<file path="src/pool_pkg.sv">
package pool_pkg;

	// Engine geometry
	localparam int BURST_LEN    = 16;  // Lanes per atom, words per burst
	localparam int LANE_W       = 16;  // One data word
	localparam int WIN_LOG2_MAX = 4;   // Window of up to 16 atoms
	localparam int FIFO_DEPTH   = 4;   // Atoms held between deserializer and reducer

	// Derived widths
	localparam int FIFO_AW    = $clog2(FIFO_DEPTH);  // FIFO pointer width
	localparam int LANE_CNT_W = $clog2(BURST_LEN);   // Word index inside a burst

	// One signed data word
	typedef logic signed [LANE_W-1:0] lane_t;

	// Whole atom, lane 0 in the low bits
	typedef logic [BURST_LEN*LANE_W-1:0] atom_t;

	// Per-lane accumulator, room for 16 summed words
	typedef logic signed [LANE_W+WIN_LOG2_MAX-1:0] acc_t;

	typedef logic [2:0]  win_log2_t;  // Window exponent 0..4
	typedef logic [15:0] count_t;     // Windows per command

	// Pooling operation
	typedef enum logic {
		OP_MAX,  // Max pooling
		OP_AVG   // Average pooling
	} pool_op_t;

	// Deserializer FSM
	typedef enum logic [1:0] {
		DS_IDLE,
		DS_REQUEST,
		DS_PUSH
	} deser_state_t;

	// Reducer FSM
	typedef enum logic [1:0] {
		RS_IDLE,
		RS_GATHER,
		RS_EMIT,
		RS_DRAIN
	} reduce_state_t;

endpackage

</file>
<file path="src/burst_deserializer.sv">
module burst_deserializer import pool_pkg::*; (
	input  logic      clk,
	input  logic      rst,
	input  logic      i_start,        // Accepted command
	input  win_log2_t i_win_log2,
	input  count_t    i_num_windows,
	input  logic      i_rd_we,        // Word strobe from source
	input  lane_t     i_rd_data,
	input  logic      i_fifo_ready,   // Room for one more atom
	output logic      o_rd_en,        // Burst request
	output logic      o_filling,      // Burst in progress, atom not yet pushed
	output logic      o_push,
	output atom_t     o_push_atom
);

	deser_state_t state;
	logic [$bits(count_t)+WIN_LOG2_MAX-1:0] bursts_left;  // Bursts not yet started
	logic [LANE_CNT_W-1:0] word_cnt;  // Position inside current burst
	atom_t shift_q;                   // Assembly register, first word ends in lane 0

	// Only request while bursts remain and the FIFO can take the atom
	assign o_rd_en = (state == DS_REQUEST) && (bursts_left != '0) && i_fifo_ready;
	assign o_push = (state == DS_PUSH);  // One cycle after last strobe
	assign o_push_atom = shift_q;

	always_ff @(posedge clk or posedge rst) begin
		if (rst) begin
			state <= DS_IDLE;
			bursts_left <= '0;
			word_cnt <= '0;
			o_filling <= 1'b0;
		end else begin
			case (state)
				DS_IDLE: begin
					if (i_start && (i_num_windows != '0)) begin
						// Atoms = windows * 2^exp
						bursts_left <= {{WIN_LOG2_MAX{1'b0}}, i_num_windows} << i_win_log2;
						word_cnt <= '0;
						state <= DS_REQUEST;
					end
				end
				DS_REQUEST: begin
					if (i_rd_we) begin
						word_cnt <= word_cnt + 1'b1;
						if (word_cnt == '0) begin  // First word opens a burst
							bursts_left <= bursts_left - 1'b1;
							o_filling <= 1'b1;
						end
						if (word_cnt == LANE_CNT_W'(BURST_LEN - 1)) begin
							state <= DS_PUSH;  // Atom complete
						end
					end
				end
				DS_PUSH: begin
					o_filling <= 1'b0;  // Atom now counted by the FIFO
					word_cnt <= '0;
					state <= (bursts_left == '0) ? DS_IDLE : DS_REQUEST;
				end
				default: state <= DS_IDLE;
			endcase
		end
	end

	// Shift register, new word enters the top lane
	always_ff @(posedge clk) begin
		if ((state == DS_REQUEST) && i_rd_we) begin
			shift_q <= {i_rd_data, shift_q[BURST_LEN*LANE_W-1:LANE_W]};
		end
	end

endmodule

</file>
<file path="src/atom_fifo.sv">
module atom_fifo import pool_pkg::*; (
	input  logic  clk,
	input  logic  rst,
	input  logic  i_push,       // Write one atom
	input  atom_t i_push_atom,
	input  logic  i_filling,    // An atom is being assembled upstream
	input  logic  i_pop,        // Take the head
	output logic  o_valid,      // Head available
	output atom_t o_atom,       // Show-ahead head
	output logic  o_ready       // Space for one more burst
);

	atom_t mem [FIFO_DEPTH];  // Circular buffer

	logic [FIFO_AW-1:0] wr_ptr;
	logic [FIFO_AW-1:0] rd_ptr;
	logic [FIFO_AW:0]   count;   // Occupancy 0..FIFO_DEPTH

	logic do_push;
	logic do_pop;

	assign do_push = i_push;
	assign do_pop = i_pop && o_valid;  // Never pop an empty buffer

	assign o_valid = (count != '0);
	assign o_atom = mem[rd_ptr];

	// Reserve a slot for the atom still in flight
	assign o_ready = (int'(count) + int'(i_filling)) < FIFO_DEPTH;

	// Pointers and occupancy
	always_ff @(posedge clk or posedge rst) begin
		if (rst) begin
			wr_ptr <= '0;
			rd_ptr <= '0;
			count <= '0;
		end else begin
			if (do_push) begin
				wr_ptr <= wr_ptr + 1'b1;  // Wraps at depth
			end
			if (do_pop) begin
				rd_ptr <= rd_ptr + 1'b1;
			end
			case ({do_push, do_pop})
				2'b10:   count <= count + 1'b1;
				2'b01:   count <= count - 1'b1;
				default: count <= count;  // Idle or simultaneous push and pop
			endcase
		end
	end

	// Storage
	always_ff @(posedge clk) begin
		if (do_push) begin
			mem[wr_ptr] <= i_push_atom;
		end
	end

endmodule

</file>
<file path="src/pool_reducer.sv">
module pool_reducer import pool_pkg::*; (
	input  logic      clk,
	input  logic      rst,
	input  logic      i_start,
	input  pool_op_t  i_op,
	input  win_log2_t i_win_log2,
	input  count_t    i_num_windows,
	input  logic      i_valid,       // FIFO head present
	input  atom_t     i_atom,
	input  logic      i_ser_idle,    // Serializer can take a result
	output logic      o_pop,
	output logic      o_load,
	output atom_t     o_result,
	output logic      o_busy,
	output logic      o_done
);

	reduce_state_t state;

	// Latched command
	pool_op_t  op_q;
	win_log2_t win_q;
	count_t    windows_left;

	logic [WIN_LOG2_MAX-1:0] atom_idx;  // Atom index inside the window
	logic [WIN_LOG2_MAX-1:0] last_idx;  // Window length minus one

	lane_t in_lane [BURST_LEN];  // Head atom split into lanes
	acc_t  acc [BURST_LEN];      // Running max or running sum

	assign last_idx = WIN_LOG2_MAX'((1 << win_q) - 1);

	assign o_pop = (state == RS_GATHER) && i_valid;   // One atom per cycle
	assign o_load = (state == RS_EMIT) && i_ser_idle;
	assign o_busy = (state != RS_IDLE);

	always_comb begin
		for (int l = 0; l < BURST_LEN; l++) begin
			in_lane[l] = i_atom[l*LANE_W +: LANE_W];
		end
	end

	// Result forming, max passes through and average is a floor shift
	always_comb begin
		acc_t shifted;
		for (int l = 0; l < BURST_LEN; l++) begin
			shifted = (op_q == OP_AVG) ? (acc[l] >>> win_q) : acc[l];
			o_result[l*LANE_W +: LANE_W] = shifted[LANE_W-1:0];  // Always fits a word
		end
	end

	// Control FSM
	always_ff @(posedge clk or posedge rst) begin
		if (rst) begin
			state <= RS_IDLE;
			op_q <= OP_MAX;
			win_q <= '0;
			windows_left <= '0;
			atom_idx <= '0;
			o_done <= 1'b0;
		end else begin
			o_done <= 1'b0;
			case (state)
				RS_IDLE: begin
					if (i_start) begin
						op_q <= i_op;
						win_q <= i_win_log2;
						windows_left <= i_num_windows;
						atom_idx <= '0;
						state <= (i_num_windows == '0) ? RS_DRAIN : RS_GATHER;
					end
				end
				RS_GATHER: begin
					if (i_valid) begin
						atom_idx <= atom_idx + 1'b1;
						if (atom_idx == last_idx) begin  // Window complete
							atom_idx <= '0;
							state <= RS_EMIT;
						end
					end
				end
				RS_EMIT: begin
					if (i_ser_idle) begin  // Stall while serializer is busy
						windows_left <= windows_left - 1'b1;
						state <= (windows_left == count_t'(1)) ? RS_DRAIN : RS_GATHER;
					end
				end
				RS_DRAIN: begin
					// Serializer idle here means its last word is on the bus
					if (i_ser_idle) begin
						o_done <= 1'b1;
						state <= RS_IDLE;
					end
				end
				default: state <= RS_IDLE;
			endcase
		end
	end

	// Per-lane fold, first atom of a window initialises
	always_ff @(posedge clk) begin
		if (o_pop) begin
			for (int l = 0; l < BURST_LEN; l++) begin
				if (atom_idx == '0) begin
					acc[l] <= acc_t'(in_lane[l]);
				end else if (op_q == OP_MAX) begin
					if (acc_t'(in_lane[l]) > acc[l]) acc[l] <= acc_t'(in_lane[l]);  // Signed max
				end else begin
					acc[l] <= acc[l] + acc_t'(in_lane[l]);
				end
			end
		end
	end

endmodule

</file>
<file path="src/writeback_serializer.sv">
module writeback_serializer import pool_pkg::*; (
	input  logic  clk,
	input  logic  rst,
	input  logic  i_load,      // Take a result atom
	input  atom_t i_result,
	output logic  o_idle,      // Free for a new load next cycle
	output logic  o_wr_en,     // Word strobe
	output lane_t o_wr_data
);

	atom_t data_q;                    // Remaining lanes, current word at the bottom
	logic [LANE_CNT_W-1:0] lane_cnt;  // Words already sent
	logic active;
	logic last_word;

	assign last_word = (lane_cnt == LANE_CNT_W'(BURST_LEN - 1));

	// Idle during the last word so results can follow back to back
	assign o_idle = !active || last_word;
	assign o_wr_en = active;
	assign o_wr_data = data_q[LANE_W-1:0];  // Lane 0 first

	// Strobe control
	always_ff @(posedge clk or posedge rst) begin
		if (rst) begin
			active <= 1'b0;
			lane_cnt <= '0;
		end else begin
			if (i_load) begin
				active <= 1'b1;
				lane_cnt <= '0;
			end else if (active) begin
				lane_cnt <= lane_cnt + 1'b1;
				if (last_word) begin
					active <= 1'b0;  // BURST_LEN words sent
				end
			end
		end
	end

	// Payload shift, one lane per strobe
	always_ff @(posedge clk) begin
		if (i_load) begin
			data_q <= i_result;
		end else if (active) begin
			data_q <= data_q >> LANE_W;
		end
	end

endmodule

</file>
<file path="src/pool_engine.sv">
module pool_engine import pool_pkg::*; (
	input  logic      clk,
	input  logic      rst,

	// Command
	input  logic      i_start,
	input  pool_op_t  i_op,
	input  win_log2_t i_win_log2,
	input  count_t    i_num_windows,

	// Read stream
	output logic      o_rd_en,
	input  logic      i_rd_we,
	input  lane_t     i_rd_data,

	// Write stream, no back-pressure
	output logic      o_wr_en,
	output lane_t     o_wr_data,

	// Status
	output logic      o_busy,
	output logic      o_done
);

	logic  start_go;     // Start seen while idle
	logic  fifo_ready;
	logic  filling;
	logic  push;
	atom_t push_atom;
	logic  fifo_valid;
	atom_t fifo_atom;
	logic  pop;
	logic  load;
	atom_t result;
	logic  ser_idle;

	// A start during a command is dropped
	assign start_go = i_start && !o_busy;

	burst_deserializer burst_deserializer_i (
		.clk           (clk),
		.rst           (rst),
		.i_start       (start_go),
		.i_win_log2    (i_win_log2),
		.i_num_windows (i_num_windows),
		.i_rd_we       (i_rd_we),
		.i_rd_data     (i_rd_data),
		.i_fifo_ready  (fifo_ready),
		.o_rd_en       (o_rd_en),
		.o_filling     (filling),
		.o_push        (push),
		.o_push_atom   (push_atom)
	);

	atom_fifo atom_fifo_i (
		.clk         (clk),
		.rst         (rst),
		.i_push      (push),
		.i_push_atom (push_atom),
		.i_filling   (filling),
		.i_pop       (pop),
		.o_valid     (fifo_valid),
		.o_atom      (fifo_atom),
		.o_ready     (fifo_ready)
	);

	pool_reducer pool_reducer_i (
		.clk           (clk),
		.rst           (rst),
		.i_start       (start_go),
		.i_op          (i_op),
		.i_win_log2    (i_win_log2),
		.i_num_windows (i_num_windows),
		.i_valid       (fifo_valid),
		.i_atom        (fifo_atom),
		.i_ser_idle    (ser_idle),
		.o_pop         (pop),
		.o_load        (load),
		.o_result      (result),
		.o_busy        (o_busy),
		.o_done        (o_done)
	);

	writeback_serializer writeback_serializer_i (
		.clk       (clk),
		.rst       (rst),
		.i_load    (load),
		.i_result  (result),
		.o_idle    (ser_idle),
		.o_wr_en   (o_wr_en),
		.o_wr_data (o_wr_data)
	);

endmodule

</file>
<file path="config.mk">
export PLATFORM = sky130hd
export DESIGN_NAME = pool_engine
export DESIGN_NICKNAME = d
export VERILOG_FILES = /design/src/pool_pkg.sv /design/src/burst_deserializer.sv /design/src/atom_fifo.sv /design/src/pool_reducer.sv /design/src/writeback_serializer.sv /design/src/pool_engine.sv
export SDC_FILE = /design/constraint.sdc
export NUM_CORES = 2
export LEC_CHECK = 0
export ABC_AREA = 1
export BUFFER_PORTS_ARGS = -buffer_cell sky130_fd_sc_hd__buf_2
export CAP_MARGIN = 10
export CORE_UTILIZATION = 46
export DETAILED_ROUTE_END_ITERATION = 8
export SYNTH_ARGS = -nofsm -noshare
export SYNTH_HDL_FRONTEND = slang
export SYNTH_SLANG_ARGS = --single-unit
export TNS_END_PERCENT = 5
</file>
<file path="constraint.sdc">
create_clock -name clk -period 33.8 [get_ports clk]
set_clock_uncertainty 0.1 [all_clocks]
set_input_delay 6.76 -clock clk [delete_from_list [all_inputs] [get_ports clk]]
set_output_delay 6.76 -clock clk [all_outputs]
set_load 0.05 [all_outputs]
</file>
== After elaboration in Yosys (flattened, before gate mapping) ==
Memories as Yosys holds them, arrays and structs flattened.
Index checks and enable logic that the tools add are counted.
Storage, ports and cells
  register bits: 578
  memory bits (writable): 1344
  bits of input ports: 40
  output and inout port bits: 20
  logic and storage cells: 346
  memories: 2
Memories
  atom_fifo_i.mem: words 4, bits a word 256, read ports 1, clocked after Yosys merged registers in 0, write ports 1, line atom_fifo.sv:13  | atom_t mem [FIFO_DEPTH];
  pool_reducer_i.acc: words 16, bits a word 20, read ports 16, clocked after Yosys merged registers in 0, write ports 16, line pool_reducer.sv:29  | acc_t acc [BURST_LEN];
Cells by class
  add/subtract/negate cells: 27
  $lt $le $gt $ge: 17
  equal/unequal tests: 20
  shift operators: 18
  multiplexer cells: 177
  bitwise logic cells: 32
  reductions and logical operators: 36
Operator list (number)
  20-bit 2-to-1 mux: 35
  256-bit 2-to-1 mux: 2
  20-bit by 16-bit adder with 20-bit output: 16
  16-bit by 20-bit greater-than comparator with 1-bit output: 16
  20-bit by 3-bit >>> shifter with 16-bit output: 16
  16-bit 2-to-1 mux: 18
  1-bit 2-to-1 mux: 97
  20-bit one-hot mux with 2 select lines: 1
  32-bit by 4-bit < comparator with 1-bit output, second input constant: 1
  1-bit bitwise OR: 32
  16-bit one-hot mux with 2 select lines: 1
  4-bit 2-to-1 mux: 7
  20-bit logical NOT: 1
  2-bit 2-to-1 mux: 10
  20-bit nonzero test: 1
  16-bit by 3-bit << shifter with 20-bit output: 1
  20-bit by 1-bit subtractor with 20-bit output, second input constant: 1
  16-bit by 1-bit equality test with 1-bit output, second input constant: 1
  16-bit logical NOT: 1
  16-bit nonzero test: 1
  16-bit by 1-bit subtractor with 16-bit output, second input constant: 1
  3-bit AND reduction: 5
  2-bit nonzero test: 7
  4-bit by 1-bit adder with 4-bit output, second input constant: 3
  other kinds (27): 52

== Longest topological paths before layout ==
An unclocked memory read counts as a cell.
  depth after elaboration: 9
  mapped depth: 20
  depth with buffers taken out: 16

== By module ==
From an unflattened synthesis, not the netlist that was laid out.
Unflattened totals
  cells, all modules: 13849
  area, all modules: 115797.3 sq um
By module, submodules not included
  pool_reducer: times used 1, cells each 9015, area an instance 53700.3 sq um, seq. area each 10284.9 sq um
  atom_fifo: times used 1, cells each 3047, area an instance 40627.7 sq um, seq. area each 30924.7 sq um
  writeback_serializer: times used 1, cells each 1108, area an instance 11212.0 sq um, seq. area each 7812.5 sq um
  burst_deserializer: times used 1, cells each 677, area an instance 10247.3 sq um, seq. area each 8363.0 sq um
  pool_engine: times used 1, cells each 2, area an instance 10.0 sq um, seq. area each 0.0 sq um

== Least setup slack after synthesis ==
OpenSTA, ideal clock, no wires.
  path type: input to register
  start: in i_num_windows[12]
  end: reg burst_deserializer_i.shift_q[0] (netlist: burst_deserializer_i.o_push_atom[0]), enable pin
  library setup time: 0.878 ns
  arrival time: 17.805 ns
  data required time: 32.822 ns
  path slack: 15.017 ns
  stages on the path: 8
  path buffers: 0
  cell sequence: inv_1 nand4_1 nor2_1 nand2_1 nand2_1 nand2_1 nand2_1 nor2_1
RTL lines
  from (decl): line pool_engine.sv:9  | input count_t i_num_windows,
  to (signal assigned): line burst_deserializer.sv:67  | shift_q <= {i_rd_data, shift_q[BURST_LEN*LANE_W-1:LANE_W]};
  to (decl): line burst_deserializer.sv:19  | atom_t shift_q;

== Final worst setup path ==
  start: reg burst_deserializer_i.state[1]
  end: out o_rd_en
On the way
  word-level cells in the longest chain between the ends: 3
RTL lines
  from (decl): line burst_deserializer.sv:16  | deser_state_t state;
  from (signal assigned): line burst_deserializer.sv:57  | state <= (bursts_left == '0) ? DS_IDLE : DS_REQUEST;
  2-bit by 1-bit equality test with 1-bit output: line burst_deserializer.sv:22  | assign o_rd_en = (state == DS_REQUEST) && (bursts_left != '0) && i_fifo_ready;
  1-bit logical AND (2 in series): line burst_deserializer.sv:22
  to (decl): line pool_engine.sv:12  | output logic o_rd_en,
No other way between the ends.

==> flow_summary.toml <==
[outcome]
status = "completed"

[detailed_routing]
routed-via-count = 92400
first_iter_violations = 8934
drt-total-wl_um = 358000
routed_via_density = 5.67
drc = 0
drtAntennaViolNets = 0
routedWlPerCell_um = 22.0
first_pass_iters = 8

[die]
coreArea_um2 = 244000
ios = 60
die-area_um2 = 249000
core.rowCount = 181
start_util = 0.465
die_y_um = 499
die_x_um = 499

[logic_synthesis]
syn_avg_cell_area_um2 = 8.69
netlist_top_cells_area = "edfxtp_1 (49%), nand2_1 (11%), ha_1 (8.4%)"
synth_flop_cell = "edfxtp_1"
syn_area_um2 = 113000
synth_cell_types = 45
synth_top_cell_by_area = "edfxtp_1"
seq_area_frac_synth = 0.506
yosysMostFrequentCell = "nand2_1"
synth_common_cells = "nand2_1 (3,235), edfxtp_1 (1,856), nor2_1 (1,507), inv_1 (1,297), o21ai_0 (982)"
ys_async_sr_fraction = 0.0343
synthCells = 13100
synth-edff-count = 1856
synth_seq_cells = 1922
synthesis.nets = 13900
yosysTopAreaCellShare = 0.491
ys_warn_count = 0

[worst_setup_path]
start_kind = "register"
cp_data_required_time_ns = 26.94
crit_chain = "inv_1 > nand2_1 > inv_2 > o311ai_0 > a31oi_1 > buf_2"
critPathKind = "reg2out"
cp-end-kind = "output port"
crit_path_max_fanout = 18
worstPathArrival_ns = 3.18
worst_path_largest_cell_delay_ns = 0.50
cpMaxStageDelayCell = "inv_2"

[sta]
max_freq_mhz = 99.6
fin_crit_sh = 0.297
setup_slack_ns = 23.76
slew_viol_final = 0
hold_viol_final = 0
tns_ns = 0
slew_headroom = 0.0925
setup_violations = 0
worstMarginPinSlew_ns = 1.36
rsz0062_at_grt = "no"
period_minus_slack_ns = 10.04

[clock_network]
cts_made_buffers = 213
cts_resized = 0
path_clk_slew_ns = 0.06
h-tree-depth = 4
clk_path_buf_depth = 3
cts_root_buf = "clkbuf_16"
cts_tree = "yes"
cts_hold_buf = 0
cts.sinks = 1922
clk_latency_ns = 0.90
cts_setup_buffers = 0

[grt]
grt_max_degree = 173
antenna_found_initial = 11
gr-total-overflow = 0
grt_pass1_vias = 88900
grt_pass1_wl_um = 540000
grt_usage = 0.283

[place]
numPortBuffers = 59
dp_worst_setup_slack_ns = 22.86
hpwlAfterDp_um = 246000
gp_congestion = 0.948

[finish]
area_delta_synth_final_pct = 8.80
fill_cells = 22900
drive_gt1_frac = 0.0415
nets = 13700

[hold_path]
hp-class = "reg2reg"

[job]
drv_cap = 0
==> per-layer routing <==
| layer | up-vias | share of wire | GRT usage |
|---|---|---|---|
| met3 | 524 | 0.070 | 0.0390 |
| met2 | 3335 | 0.45 | 0.444 |
| met5 | - | 0.00013 | 0 |
| li1 | 43900 | - | - |
| met4 | 6 | 0.029 | 0.0887 |
| met1 | 44600 | 0.46 | 0.402 |
==> state kept, by name (all words and copies together) (netlist names), 3 cells and up <==
| name | flops |
|---|---|
| atom_fifo_i.count | 3 |
| atom_fifo_i.mem | 1024 |
| burst_deserializer_i.bursts_left | 20 |
| burst_deserializer_i.o_push_atom | 256 |
| burst_deserializer_i.word_cnt | 4 |
| pool_reducer_i.acc | 320 |
| pool_reducer_i.atom_idx | 4 |
| pool_reducer_i.win_q | 3 |
| pool_reducer_i.windows_left | 16 |
| writeback_serializer_i.data_q | 256 |
| writeback_serializer_i.lane_cnt | 4 |
==> cell type report <==
type,instances,area [µm²],share of cell area
diodes,7,17.5,0.000142
clock buffers,248,5460,0.0442
clock inverters,149,1650,0.0133
inverters,1308,4970,0.0403
multi-input cells,9290,48800,0.395
flip-flops and latches,1922,57400,0.465
well taps,3202,4010,0.0325
repair buffers,156,1160,0.00941
==> metrics by stage <==
stage               utilization  instances  area (µm²)  hold slack (ns)
floorplan                     -      13100      113000            0.337
global placement          0.476      15900      116000            0.354
detailed placement        0.476      15900      116000            0.374
CTS                       0.506      16300      123000            0.377
global route              0.506      16300      123000            0.383
finish                    0.506      16300      123000            0.381
==> path summary, 6_finish.rpt <==
kind                                                     start                              endpoint  slack [ns]  cells past startpoint
setup / recovery                 burst_deserializer_i.state[1]                               o_rd_en       23.76                      6
hold / removal             burst_deserializer_i.o_push_atom[6]                 atom_fifo_i.mem[2][6]        0.38                      0
setup reg to reg                         atom_fifo_i.rd_ptr[0]             pool_reducer_i.acc[5][15]       27.07                     14
hold reg to reg            burst_deserializer_i.o_push_atom[6]                 atom_fifo_i.mem[2][6]        0.38                      0
max in group asynchronous                                  rst               pool_reducer_i.win_q[1]       26.85                      3
min in group asynchronous                                  rst  burst_deserializer_i.bursts_left[13]        6.04                      3
==> cell usage in the layout (no fill, tap or decap), types with 17 or more instances in the layout <==
cell	synthesis	final
a21o_1	25	25
a21oi_1	862	862
a22oi_1	37	37
a31oi_1	45	45
a32oi_1	32	32
buf_2	110	59
buf_4	53	86
bufinv_16	0	23
clkbuf_1	318	35
clkbuf_16	0	213
clkinv_1	2	39
clkinv_2	0	39
dfrtp_1	66	60
edfxtp_1	1856	1856
fa_1	17	17
ha_1	758	758
inv_1	1297	1292
mux2i_1	112	112
nand2_1	3235	3234
nand3_1	732	732
nand3b_1	36	36
nand4_1	109	109
nor2_1	1507	1501
nor3_1	40	40
o211ai_1	32	32
o21ai_0	982	982
o21ai_1	258	257
o21bai_1	67	67
o22ai_1	252	251
or2_2	20	20
xnor2_1	21	21
xor2_1	81	81
==> worst max-delay path, delay by kind of cell, from the launching register on <==
| family | cells | cell delay [ns] |
|---|---|---|
| buffers and inverters | 3 | 0.88 |
| DFF | 1 | 0.40 |
| AOI/OAI and AO/OA | 2 | 0.62 |
| and+or+nand+nor | 1 | 0.40 |
==> cell families after synthesis <==
logic type,synth area share
simple gates,0.202
xor+xnor,0.00787
mux,0.00988
compound gates,0.123
fa+ha+maj,0.0866
flops,0.506
buf+inv,0.0652
Power is left out: the tool's default activity adds up to more than one toggle a clock period on the data nets, which glitch-free logic cannot reach.
